### src/common/ahb_mem_pkg.sv
`default_nettype none

package ahb_mem_pkg;

	typedef logic [31:0] addr_t; // Byte address, or a word index once shifted down.
	typedef logic [31:0] data_t;
	typedef logic [1:0] htrans_t;
	typedef logic [2:0] hsize_t;
	typedef logic [3:0] wait_t; // Wait states a port inserts per active transfer.
	typedef logic [3:0] stall_t;
	typedef logic [3:0] byte_en_t; // One enable per byte lane with lane 0 in bits 7:0.

	localparam htrans_t HTRANS_IDLE = 2'b00;
	localparam htrans_t HTRANS_BUSY = 2'b01;
	localparam htrans_t HTRANS_NONSEQ = 2'b10;
	localparam htrans_t HTRANS_SEQ = 2'b11;

	localparam hsize_t HSIZE_BYTE = 3'b000;
	localparam hsize_t HSIZE_HALF = 3'b001;
	localparam hsize_t HSIZE_WORD = 3'b010;

	// ST_READY also covers the completion cycle of a data phase.
	typedef enum logic [1:0] {
		ST_READY, // Hready high, OKAY response.
		ST_WAIT, // Hready low while wait states run.
		ST_ERROR1, // First ERROR cycle with hready low.
		ST_ERROR2 // Second ERROR cycle with hready high.
	} port_state_t;

endpackage

`default_nettype wire

### src/verilog/ahb_wait_config.sv
`timescale 1ns/100ps
`default_nettype none

module ahb_wait_config
	import ahb_mem_pkg::*;
(
	input wire logic i_clock,
	input wire logic i_reset,
	input wire logic i_cfg_strobe,
	input wire logic i_cfg_port_sel, // Zero selects the instruction port.
	input wire wait_t i_cfg_wait,
	output wait_t o_i_wait,
	output wait_t o_d_wait
);

	wait_t i_wait_q;
	wait_t d_wait_q;

	always_ff @(posedge i_clock) begin
		if (i_reset) begin
			i_wait_q <= '0;
			d_wait_q <= '0;
		end else if (i_cfg_strobe) begin
			if (i_cfg_port_sel) begin
				d_wait_q <= i_cfg_wait; // Data port count.
			end else begin
				i_wait_q <= i_cfg_wait; // Instruction port count.
			end
		end
	end

	// The ports sample these on address phase acceptance, one cycle after the strobe.
	assign o_i_wait = i_wait_q;
	assign o_d_wait = d_wait_q;

endmodule

`default_nettype wire

### config.mk
export PLATFORM = sky130hd
export DESIGN_NAME = ahb_wait_config
export DESIGN_NICKNAME = d
export VERILOG_FILES = /design/src/common/ahb_mem_pkg.sv /design/src/verilog/ahb_wait_config.sv
export SDC_FILE = /design/constraint.sdc
export NUM_CORES = 1
export LEC_CHECK = 0
export BUFFER_PORTS_ARGS = -buffer_cell sky130_fd_sc_hd__buf_4
export CORE_AREA = 10 10 47 49
export DETAILED_ROUTE_END_ITERATION = 16
export DIE_AREA = 0 0 57 59
export PLACE_DENSITY = 0.55
export SLEW_MARGIN = 5
export SYNTH_ARGS = -nofsm -noshare
export SYNTH_HDL_FRONTEND = slang
export SYNTH_SLANG_ARGS = --single-unit
### constraint.sdc
create_clock -name i_clock -period 0.9 [get_ports i_clock]
set_input_delay 0.045 -clock i_clock [delete_from_list [all_inputs] [get_ports i_clock]]
set_output_delay 0.045 -clock i_clock [all_outputs]
set_load 0.02 [all_outputs]
==> impl_results.md <==
- Buf/Inv on CP: 1
- Crit-path cells: buf_4
- Syn_nets: 41
- Period utilisation layout: roughly 89%
- Cell count after synthesis: 33
- WS Path Type: flop to output port
- Fillcell total: 155
- # rows: 14
- Worst-case clock skew: 0 ns
- Status: finished clean
- Leak Pwr: approximately 0.23 nW
- Hpwl dp: roughly 600 µm
- Internal: between 0.5 and 0.6 mW
- Combinational Power Share: between 10% and 20%
- Crit path arrival time: about 0.75 ns
- F_max: ~1300 MHz
- Yosys Warn Count: 0
- #FFs+latches synth: 8
- Clock Tree Buf Depth: 2
- CTS tree: done
- Syn avg cell area: 11.3 µm²
- Post-route setup TNS: 0 ns
- Final hold vios: 0
- DRT Pass-1 Iters: 2
- RSZ-0062 raised after global routing: no
- P_sw: 0.186 mW
- Clock sink count: 8
- CTS buffer count: 3
- Largest net degree at the start of global routing: 13
- Final min period: ~0.80 ns
- Placer Congestion: 0.617
- GRT overflow: 0
- Max stage delay on crit path: 0.35 ns
- Clock power share: between 30% and 40%
- Initial Utilization: a little over a quarter
- Routed WL: a little under 800 µm
- Clock Latency Late Sink: approximately 0.25 ns
- Most common cell after layout, fill and taps aside: buf_4
- Vias: 270
- PD cells: approximately 1600 mW/mm²
- Die Area: approximately 0.0034 mm²
- Antenna cells: 0
- Switch share: approximately a quarter
- DR WL/cell: around 12 µm
- IO Count: 16
- Crit-path slowest cell: dfxtp_1
- Root Buffer: clkbuf_4
- Initial DRC count: 2
- Tightest Pin Transition: ~0.25 ns
- Total core area: 0.00140 mm²
- Slew headroom: roughly 84%
- Max IR drop VDD: 0.791 mV
- Synth cell types: 7
- Placed insts: 61
- DRC viols: 0
- Area grow syn2layout: 34.2%
- Startpoint types: flop
- Area of the multi-input gates: around 190 µm²
- Die Y: between 50 and 60 µm
- Layout Nets: 58
- Number of max-cap violations: 0
- First-pass GRT wire length: around 1200 µm
- Die X: between 50 and 60 µm
- Reg area: 160 µm²
- Post-DR vias/cell: approximately 4.2
- Vias in the first global route: 280
- Most frequent cells in the layout: buf_4 (15), mux2i_1 (8), dfxtp_1 (8)
- Post_cts resized: 0
- Hold crit path type: primary input to flop
- Global router's overall resource usage: approximately 4.8%
- Register area share after synthesis: around 43%
- Non-filler cells, final: 64
- Required time worst endpoint: 0.85 ns
- Endpoints failing setup: 0
- CP Capture Type: output port
- Post-CTS Setup Inserts: 0
- # port buffers: 15
- Crit-path leading delay family: flip-flops
- Share of cells above drive strength 1: a little over half
- Mapped Area: roughly 370 µm²
- Antenna Violating Nets Remaining: 0
- Slew Limit Fails: 0
- Sequential share of power: 49.0%
- Crit-path max FO: 2
- Hold-fix buffers, CTS: 0
- Initial antenna violation count: 0
- Clk pin slew, worst setup/hold paths: ~0.050 ns
- H-tree depth: 1
state kept, by name (all words and copies together), names as in the netlist:
signal,flops
o_d_wait,4
o_i_wait,4
kinds of logic (layout without fill, tap and decap cells):
logic type | Yosys count | after routing | synth area share [%]
flops | 8 | 8 | 43.0
simple gates | 14 | 14 | 28.2
mux | 8 | 8 | 21.5
buf+inv | 3 | 18 | 7.38
power by group through the flow:
stage	sequential (mW)	combinational, mW	clock (mW)
finish	0.384	0.133	0.267
global route	0.386	0.144	0.303
CTS	0.384	0.136	0.281
detailed placement	0.392	0.136	0
global placement	0.392	0.135	0
floorplan	0.414	0.0618	0
synth_stat cells (all sizes together):
cell,number,area [µm²]
and2,1,8.76
buf,3,27.5
dfxtp,8,160
mux2i,8,80.1
nand2b,13,96.3
layer usage:
layer | vias to the layer above | global-route usage [%] | routed length, µm
li1 | 136 | - | -
met1 | 122 | 5.36 | 355
met4 | 0 | 1.01 | 0
met2 | 12 | 6.67 | 366
met5 | - | 0 | 0
met3 | 0 | 4.08 | 54
final cells by class:
| cell class | instances | area share (%) |
|---|---|---|
| well taps | 16 | 4.00 |
| repair buffers | 15 | 22.5 |
| multi-input cells | 22 | 37.0 |
| flip-flops and latches | 8 | 32.0 |
| clock buffers | 3 | 4.50 |
per-stage QoR:
stage          setup WS [ns]  util (%)  total power, mW  hold WS, ns  cell area (µm²)
2_1_floorplan          0.226         -            0.475        0.200              373
3_3_place_gp           0.219      34.1            0.527        0.334              478
3_5_place_dp           0.219      34.1            0.527        0.341              478
4_1_cts                0.101      35.7            0.802       0.0740              500
5_1_grt               0.0658      35.7            0.833       0.0835              500
6_report               0.103      35.7            0.785       0.0779              500
final timing paths:
kind | startpoint | end | slack [ns] | cells after the start
worst min register to register | o_d_wait[2]$_SDFFE_PP0P_ | o_d_wait[2]$_SDFFE_PP0P_ | 0.47 | 2
worst max-delay path | o_d_wait[0]$_SDFFE_PP0P_ | o_d_wait[0] | 0.10 | 1
worst max register to register | o_d_wait[0]$_SDFFE_PP0P_ | o_d_wait[0]$_SDFFE_PP0P_ | 0.31 | 2
worst min-delay path | i_cfg_wait[3] | o_i_wait[3]$_SDFFE_PP0P_ | 0.08 | 3
Note: power is estimated with default switching activity, not from simulation.
