===== src/common/ahb_mem_pkg.sv =====
`default_nettype none

package ahb_mem_pkg;

	typedef logic [31:0] addr_t; // Byte address, or a word index once shifted down.
	typedef logic [31:0] data_t;
	typedef logic [1:0] htrans_t;
	typedef logic [2:0] hsize_t;
	typedef logic [3:0] wait_t; // Wait states a port inserts per active transfer.
	typedef logic [3:0] stall_t;
	typedef logic [3:0] byte_en_t; // One enable per byte lane with lane 0 in bits 7:0.

	localparam htrans_t HTRANS_IDLE = 2'b00;
	localparam htrans_t HTRANS_BUSY = 2'b01;
	localparam htrans_t HTRANS_NONSEQ = 2'b10;
	localparam htrans_t HTRANS_SEQ = 2'b11;

	localparam hsize_t HSIZE_BYTE = 3'b000;
	localparam hsize_t HSIZE_HALF = 3'b001;
	localparam hsize_t HSIZE_WORD = 3'b010;

	// ST_READY also covers the completion cycle of a data phase.
	typedef enum logic [1:0] {
		ST_READY, // Hready high, OKAY response.
		ST_WAIT, // Hready low while wait states run.
		ST_ERROR1, // First ERROR cycle with hready low.
		ST_ERROR2 // Second ERROR cycle with hready high.
	} port_state_t;

endpackage

`default_nettype wire


===== src/ahb_slave/ahb_stall_limiter.sv =====
`timescale 1ns/100ps
`default_nettype none

module ahb_stall_limiter
	import ahb_mem_pkg::*;
#(
	parameter int MAX_STALL_LENGTH = 8
) (
	input wire logic i_clock,
	input wire logic i_reset,
	input wire logic i_stall_active,
	output logic o_force_ready
);

	localparam stall_t LAST_STALL = stall_t'(MAX_STALL_LENGTH - 1);

	stall_t count_q; // Stall cycles already seen in the current stall.

	always_ff @(posedge i_clock) begin
		if (i_reset) begin
			count_q <= '0;
		end else if (!i_stall_active) begin
			count_q <= '0; // A ready cycle ends the stall.
		end else if (count_q != '1) begin
			count_q <= count_q + 1'b1; // Saturates rather than wrapping.
		end
	end

	// Raised in the last permitted stall cycle so the port leaves its wait
	// state on the next edge, which keeps hready low for at most the bound.
	assign o_force_ready = i_stall_active && (count_q >= LAST_STALL);

endmodule

`default_nettype wire


===== src/ahb_slave/ahb_slave_port.sv =====
`timescale 1ns/100ps
`default_nettype none

module ahb_slave_port
	import ahb_mem_pkg::*;
#(
	parameter int MEM_WORDS = 256,
	parameter int MAX_STALL_LENGTH = 8,
	parameter bit WRITABLE = 1'b1
) (
	input wire logic i_clock,
	input wire logic i_reset,
	input wire addr_t i_haddr,
	input wire htrans_t i_htrans,
	input wire logic i_hwrite,
	input wire hsize_t i_hsize,
	input wire data_t i_hwdata,
	input wire wait_t i_wait,
	input wire data_t i_mem_rdata,
	output logic o_hready,
	output logic o_hresp,
	output data_t o_hrdata,
	output addr_t o_mem_raddr,
	output logic o_mem_we,
	output addr_t o_mem_waddr,
	output byte_en_t o_mem_be,
	output data_t o_mem_wdata
);

	localparam addr_t WORD_LIMIT = addr_t'(MEM_WORDS);

	port_state_t state_q;
	port_state_t state_d;
	wait_t wait_q; // Wait states still to run.
	wait_t wait_d;
	logic xfer_ok_q; // A legal active transfer is in its data phase.
	addr_t addr_q;
	hsize_t size_q;
	logic write_q;
	logic active;
	logic illegal;
	logic complete;
	logic force_ready;
	addr_t word_idx_q;

	assign active = (i_htrans == HTRANS_NONSEQ) || (i_htrans == HTRANS_SEQ);
	assign illegal = ({2'b00, i_haddr[31:2]} >= WORD_LIMIT) || (i_hwrite && !WRITABLE);

	always_comb begin
		state_d = state_q;
		wait_d = wait_q;
		case (state_q)
			ST_READY, ST_ERROR2: begin
				state_d = ST_READY; // IDLE and BUSY data phases need no waits.
				if (active && illegal) begin
					state_d = ST_ERROR1; // Errors skip the wait states.
				end else if (active && (i_wait != '0)) begin
					state_d = ST_WAIT;
					wait_d = i_wait;
				end
			end
			ST_WAIT: begin
				if (force_ready || (wait_q == wait_t'(1))) begin
					state_d = ST_READY;
				end else begin
					wait_d = wait_q - 1'b1;
				end
			end
			ST_ERROR1: state_d = ST_ERROR2;
			default: state_d = ST_READY;
		endcase
	end

	always_ff @(posedge i_clock) begin
		if (i_reset) begin
			state_q <= ST_READY;
			wait_q <= '0;
			xfer_ok_q <= 1'b0;
		end else begin
			state_q <= state_d;
			wait_q <= wait_d;
			if (o_hready) begin
				xfer_ok_q <= active && !illegal; // New address phase accepted.
			end
		end
	end

	always_ff @(posedge i_clock) begin
		if (o_hready) begin
			addr_q <= i_haddr;
			size_q <= i_hsize;
			write_q <= i_hwrite;
		end
	end

	ahb_stall_limiter #(
		.MAX_STALL_LENGTH(MAX_STALL_LENGTH)
	) stall_limiter0 (
		.i_clock(i_clock),
		.i_reset(i_reset),
		.i_stall_active(state_q == ST_WAIT),
		.o_force_ready(force_ready)
	);

	assign o_hready = (state_q != ST_WAIT) && (state_q != ST_ERROR1);
	assign o_hresp = (state_q == ST_ERROR1) || (state_q == ST_ERROR2);

	// The data phase of a legal transfer ends in its first ready cycle.
	assign complete = xfer_ok_q && (state_q == ST_READY);

	assign word_idx_q = {2'b00, addr_q[31:2]};
	assign o_mem_raddr = word_idx_q;
	assign o_hrdata = (complete && !write_q) ? i_mem_rdata : '0;

	always_comb begin
		case (size_q)
			HSIZE_BYTE: o_mem_be = byte_en_t'(4'b0001 << addr_q[1:0]);
			HSIZE_HALF: o_mem_be = addr_q[1] ? 4'b1100 : 4'b0011;
			HSIZE_WORD: o_mem_be = 4'b1111;
			default: o_mem_be = 4'b1111; // Larger sizes are treated as a word.
		endcase
	end

	assign o_mem_we = complete && write_q;
	assign o_mem_waddr = word_idx_q;
	assign o_mem_wdata = i_hwdata; // Write data arrives lane-aligned in the data phase.

endmodule

`default_nettype wire


===== config.mk =====
export PLATFORM = sky130hd
export DESIGN_NAME = ahb_slave_port
export DESIGN_NICKNAME = d
export VERILOG_FILES = /design/src/common/ahb_mem_pkg.sv /design/src/ahb_slave/ahb_stall_limiter.sv /design/src/ahb_slave/ahb_slave_port.sv
export SDC_FILE = /design/constraint.sdc
export NUM_CORES = 1
export LEC_CHECK = 0
export BUFFER_PORTS_ARGS = -buffer_cell sky130_fd_sc_hd__clkbuf_2
export CORE_ASPECT_RATIO = 0.5
export CORE_MARGIN = 5
export CORE_UTILIZATION = 42
export DETAILED_ROUTE_END_ITERATION = 8
export PLACE_DENSITY = 0.87
export SLEW_MARGIN = 20
export SYNTH_ARGS = -nofsm -noshare
export SYNTH_HDL_FRONTEND = slang
export SYNTH_SLANG_ARGS = --single-unit

===== constraint.sdc =====
create_clock -name i_clock -period 5.09 [get_ports i_clock]
set_input_delay 0 -clock i_clock [delete_from_list [all_inputs] [get_ports i_clock]]
set_output_delay 0 -clock i_clock [all_outputs]
set_load 0.1 [all_outputs]

==> results.tsv <==
stage	metric	value	unit
floorplan	die_h	68.67	um
power_and_ir_drop	p_per_area	431.3	mW/mm^2
logic_synthesis	synthMuxAreaShare	1.039	%
logic_synthesis	netlist_instances	268	
logic_synthesis	synth-simple-area-share	17.44	%
sta	worstMarginPinSlew	0.8558	ns
flow_run	cap_viol_max_count	0	
cts	cts_buffers	5	
min_path	hp-start	i_hwdata[15]	
floorplan	dieArea	0.008744	sq mm
global_routing	grtUsageTotal	15.71	%
cts	post_cts_resized	0	
logic_synthesis	syn_avg_cell_area	10.79	sq um
route	drcViolationCount	0	
cells_and_area	final_common_cell	clkbuf_2	
min_path	hold_class	in2out	
logic_synthesis	synth.largest_area_cell	edfxtp_1	
cells_and_area	final_area	0.003655	sq mm
power_and_ir_drop	p_leak	1.749	nW
route	first_iter_violations	94	
cts	cts_tree	built	
worst_setup_path	criticalPathCategory	reg2out	
worst_setup_path	arrival	2.45	ns
logic_synthesis	synth_top_family_by_area	buffers and inverters	
logic_synthesis	synth_seq_area_share	45.00	%
cells_and_area	num_antenna_cells	0	
min_path	min_to	o_mem_wdata[15]	
logic_synthesis	synth_compound_area_share	6.447	%
cts	cts_buffer_depth	2	
floorplan	core.rowCount	21	
worst_setup_path	ff2ff_path_depth	6	
min_path	min_path_cells	0	
cts	clock-sinks	47	
logic_synthesis	ys_warn_count	0	
worst_setup_path	cp-end-kind	output port	
route	ant_nets	0	
worst_setup_path	rrSetupSlack	2.77	ns
run_status	status	completed	
cts	ctsHtreeMaxLevel	2	
sta	fmax	407.9	MHz
place	place_congestion	0.7813	
sta	finClkSkew	0.004224	ns
cells_and_area	layout-drive-gt1-share	50.65	%
global_routing	antenna_found_initial	0	
route	dr.pass1.iters	4	
worst_setup_path	cp.required	5.09	ns
place	dpl.hpwl	5.678	mm
place	placed_cell_area	0.003147	sq mm
sta	setup-violations-final	0	
logic_synthesis	synth_xor_area_share	0.3029	%
power_and_ir_drop	irDropWorstVdd	0.1853	mV
global_routing	grt_pass1_wl	10.70	mm
cells_and_area	synthToLayoutAreaGrowth	26.40	%
worst_setup_path	rr_endpoint	wait_q[2]	
route	vias_per_cell	4.505	
cells_and_area	mostFrequentLayoutCells	clkbuf_2 (173), edfxtp_1 (36), dlygate4sd3_1 (36)	
worst_setup_path	r2r_start	state_q[0]	
cts	clk_pin_slew	0.06	ns
sta	setup_tns	0	ns
sta	maxSlewHeadroom	42.86	%
route	routed_wl	7.381	mm
floorplan	coreArea	0.006674	sq mm
logic_synthesis	yosys.area.top_type_share	37.39	%
cts	insertion_delay	0.28	ns
power_and_ir_drop	total_power	0.001576	W
logic_synthesis	synth_area	0.002892	sq mm
sta	fin_crit	2.452	ns
cts	cts_root_buf	clkbuf_16	
route	vias	2158	
floorplan	start_util	43.33	%
worst_setup_path	start_kind	flop	
global_routing	grt_overflow	0	
sta	fin_crit_sh	48.17	%
logic_synthesis	synthAdderAreaFrac	3.029	%
global_routing	first_global_vias	2116	
cells_and_area	fin_util	54.76	%
cts	post_cts_buffers	0	
sta	slew_violations	0	
logic_synthesis	ys_seq_elements	47	
cells_and_area	fillers	587	
cells_and_area	final_nets	501	
logic_synthesis	synth.area.top_cells	edfxtp_1 (37%), buf_4 (25%), dfxtp_1 (7.6%)	
sta	rsz0062_at_grt	no	
logic_synthesis	post_synth_num_cell_types	45	
route	wl_per_cell	15.41	um
global_routing	grt_max_degree	41	
sta	hold_violations	0	
floorplan	die_x	127.3	um
place	portBuffers	173	
sta	timing.hold.ws	0.00003278	ns
floorplan	io_pins	243	
worst_setup_path	timing.critical_path.fanout_max	40	
## final cells by class
cell class                 instances  area, sq um  share of cell area (%)
tap                               92        115.1                   3.150
timing repair buffer             209         1226                   33.55
clock buffer                       7        142.6                   3.903
inverter                           8        30.03                  0.8216
sequential                        47         1301                   35.60
multi-input combinational        115        834.6                   22.83
clock inverter                     1        5.005                  0.1369
## where the power goes
part           internal [W]  switching [W]
Sequential         0.000474      0.0000263
Combinational      0.000108       0.000647
Clock              0.000195       0.000126
## timing repair
action / 4_1_cts / 5_1_grt
hold endpoints to repair: 36 / 0
endpoints found under the setup margin: 0 / 0
hold buffers: 36 / 0
## critical path, cell delays in order (launching register included)
cell and delay, ns:
dfxtp_1 0.40, inv_1 0.09, ha_1 0.41, inv_2 0.66
clkbuf_2 0.59
## synthesized netlist by cell type (all sizes together)
master   number
a31oi         2
inv           8
nand4         1
nand2         7
mux2i         3
nor3b         1
nor2b         2
a211o         2
a21oi         2
o2111ai       1
o21ai         6
conb          1
nor2         13
o211ai        1
buf          97
nor3          3
o32ai         1
xnor2         1
dfxtp        11
nand2b        4
clkbuf        4
nand4b        2
o31ai         2
o41ai         1
edfxtp       36
and3          1
and2         33
o22ai         1
nand3         3
a31o          1
ha            7
or3b          1
nor4          6
a311oi        2
or2           1
## through the flow
step | cells | worst slack [ns]
after global routing | 479 | 2.503
after detailed placement | 435 | 2.801
after floorplan | 271 | 2.489
after global placement | 435 | 2.837
after CTS | 479 | 2.632
final | 479 | 2.638
## how the worst max path moves through the flow
stage | slack (ns) | start | end
5_1_grt | 2.50 | state_q[0] | o_hready
3_3_place_gp | 2.84 | state_q[0] | o_hrdata[17]
2_1_floorplan | 2.49 | addr_q[0] | o_mem_be[0]
6_report | 2.64 | state_q[0] | o_hready
3_5_place_dp | 2.80 | state_q[0] | wait_q[2]
4_1_cts | 2.63 | state_q[0] | o_hready
## cells by family after synthesis
group | Yosys count
buffers and inverters | 109
adder cells (fa/ha/maj) | 7
XOR/XNOR | 1
multiplexers | 3
other | 1
flip-flops | 47
AO/OA/AOI/OAI | 22
AND/OR/NAND/NOR | 78
## registers in the layout (all words and copies together), names as in the netlist
name / count
addr_q: 32
state_q: 2
stall_limiter0.count_q: 4
write_q: 1
xfer_ok_q: 1
wait_q: 4
size_q: 3
## per-layer routing
metal  vias up  share of wire [%]  GRT usage (%)
met4         0                3.0          7.487
met5         -                  0              0
li1       1046                  -              -
met1       996                 34          16.68
met2        91                 57          30.10
met3        25                6.1          4.000
No activity file was read; power rests on OpenSTA's default activity.
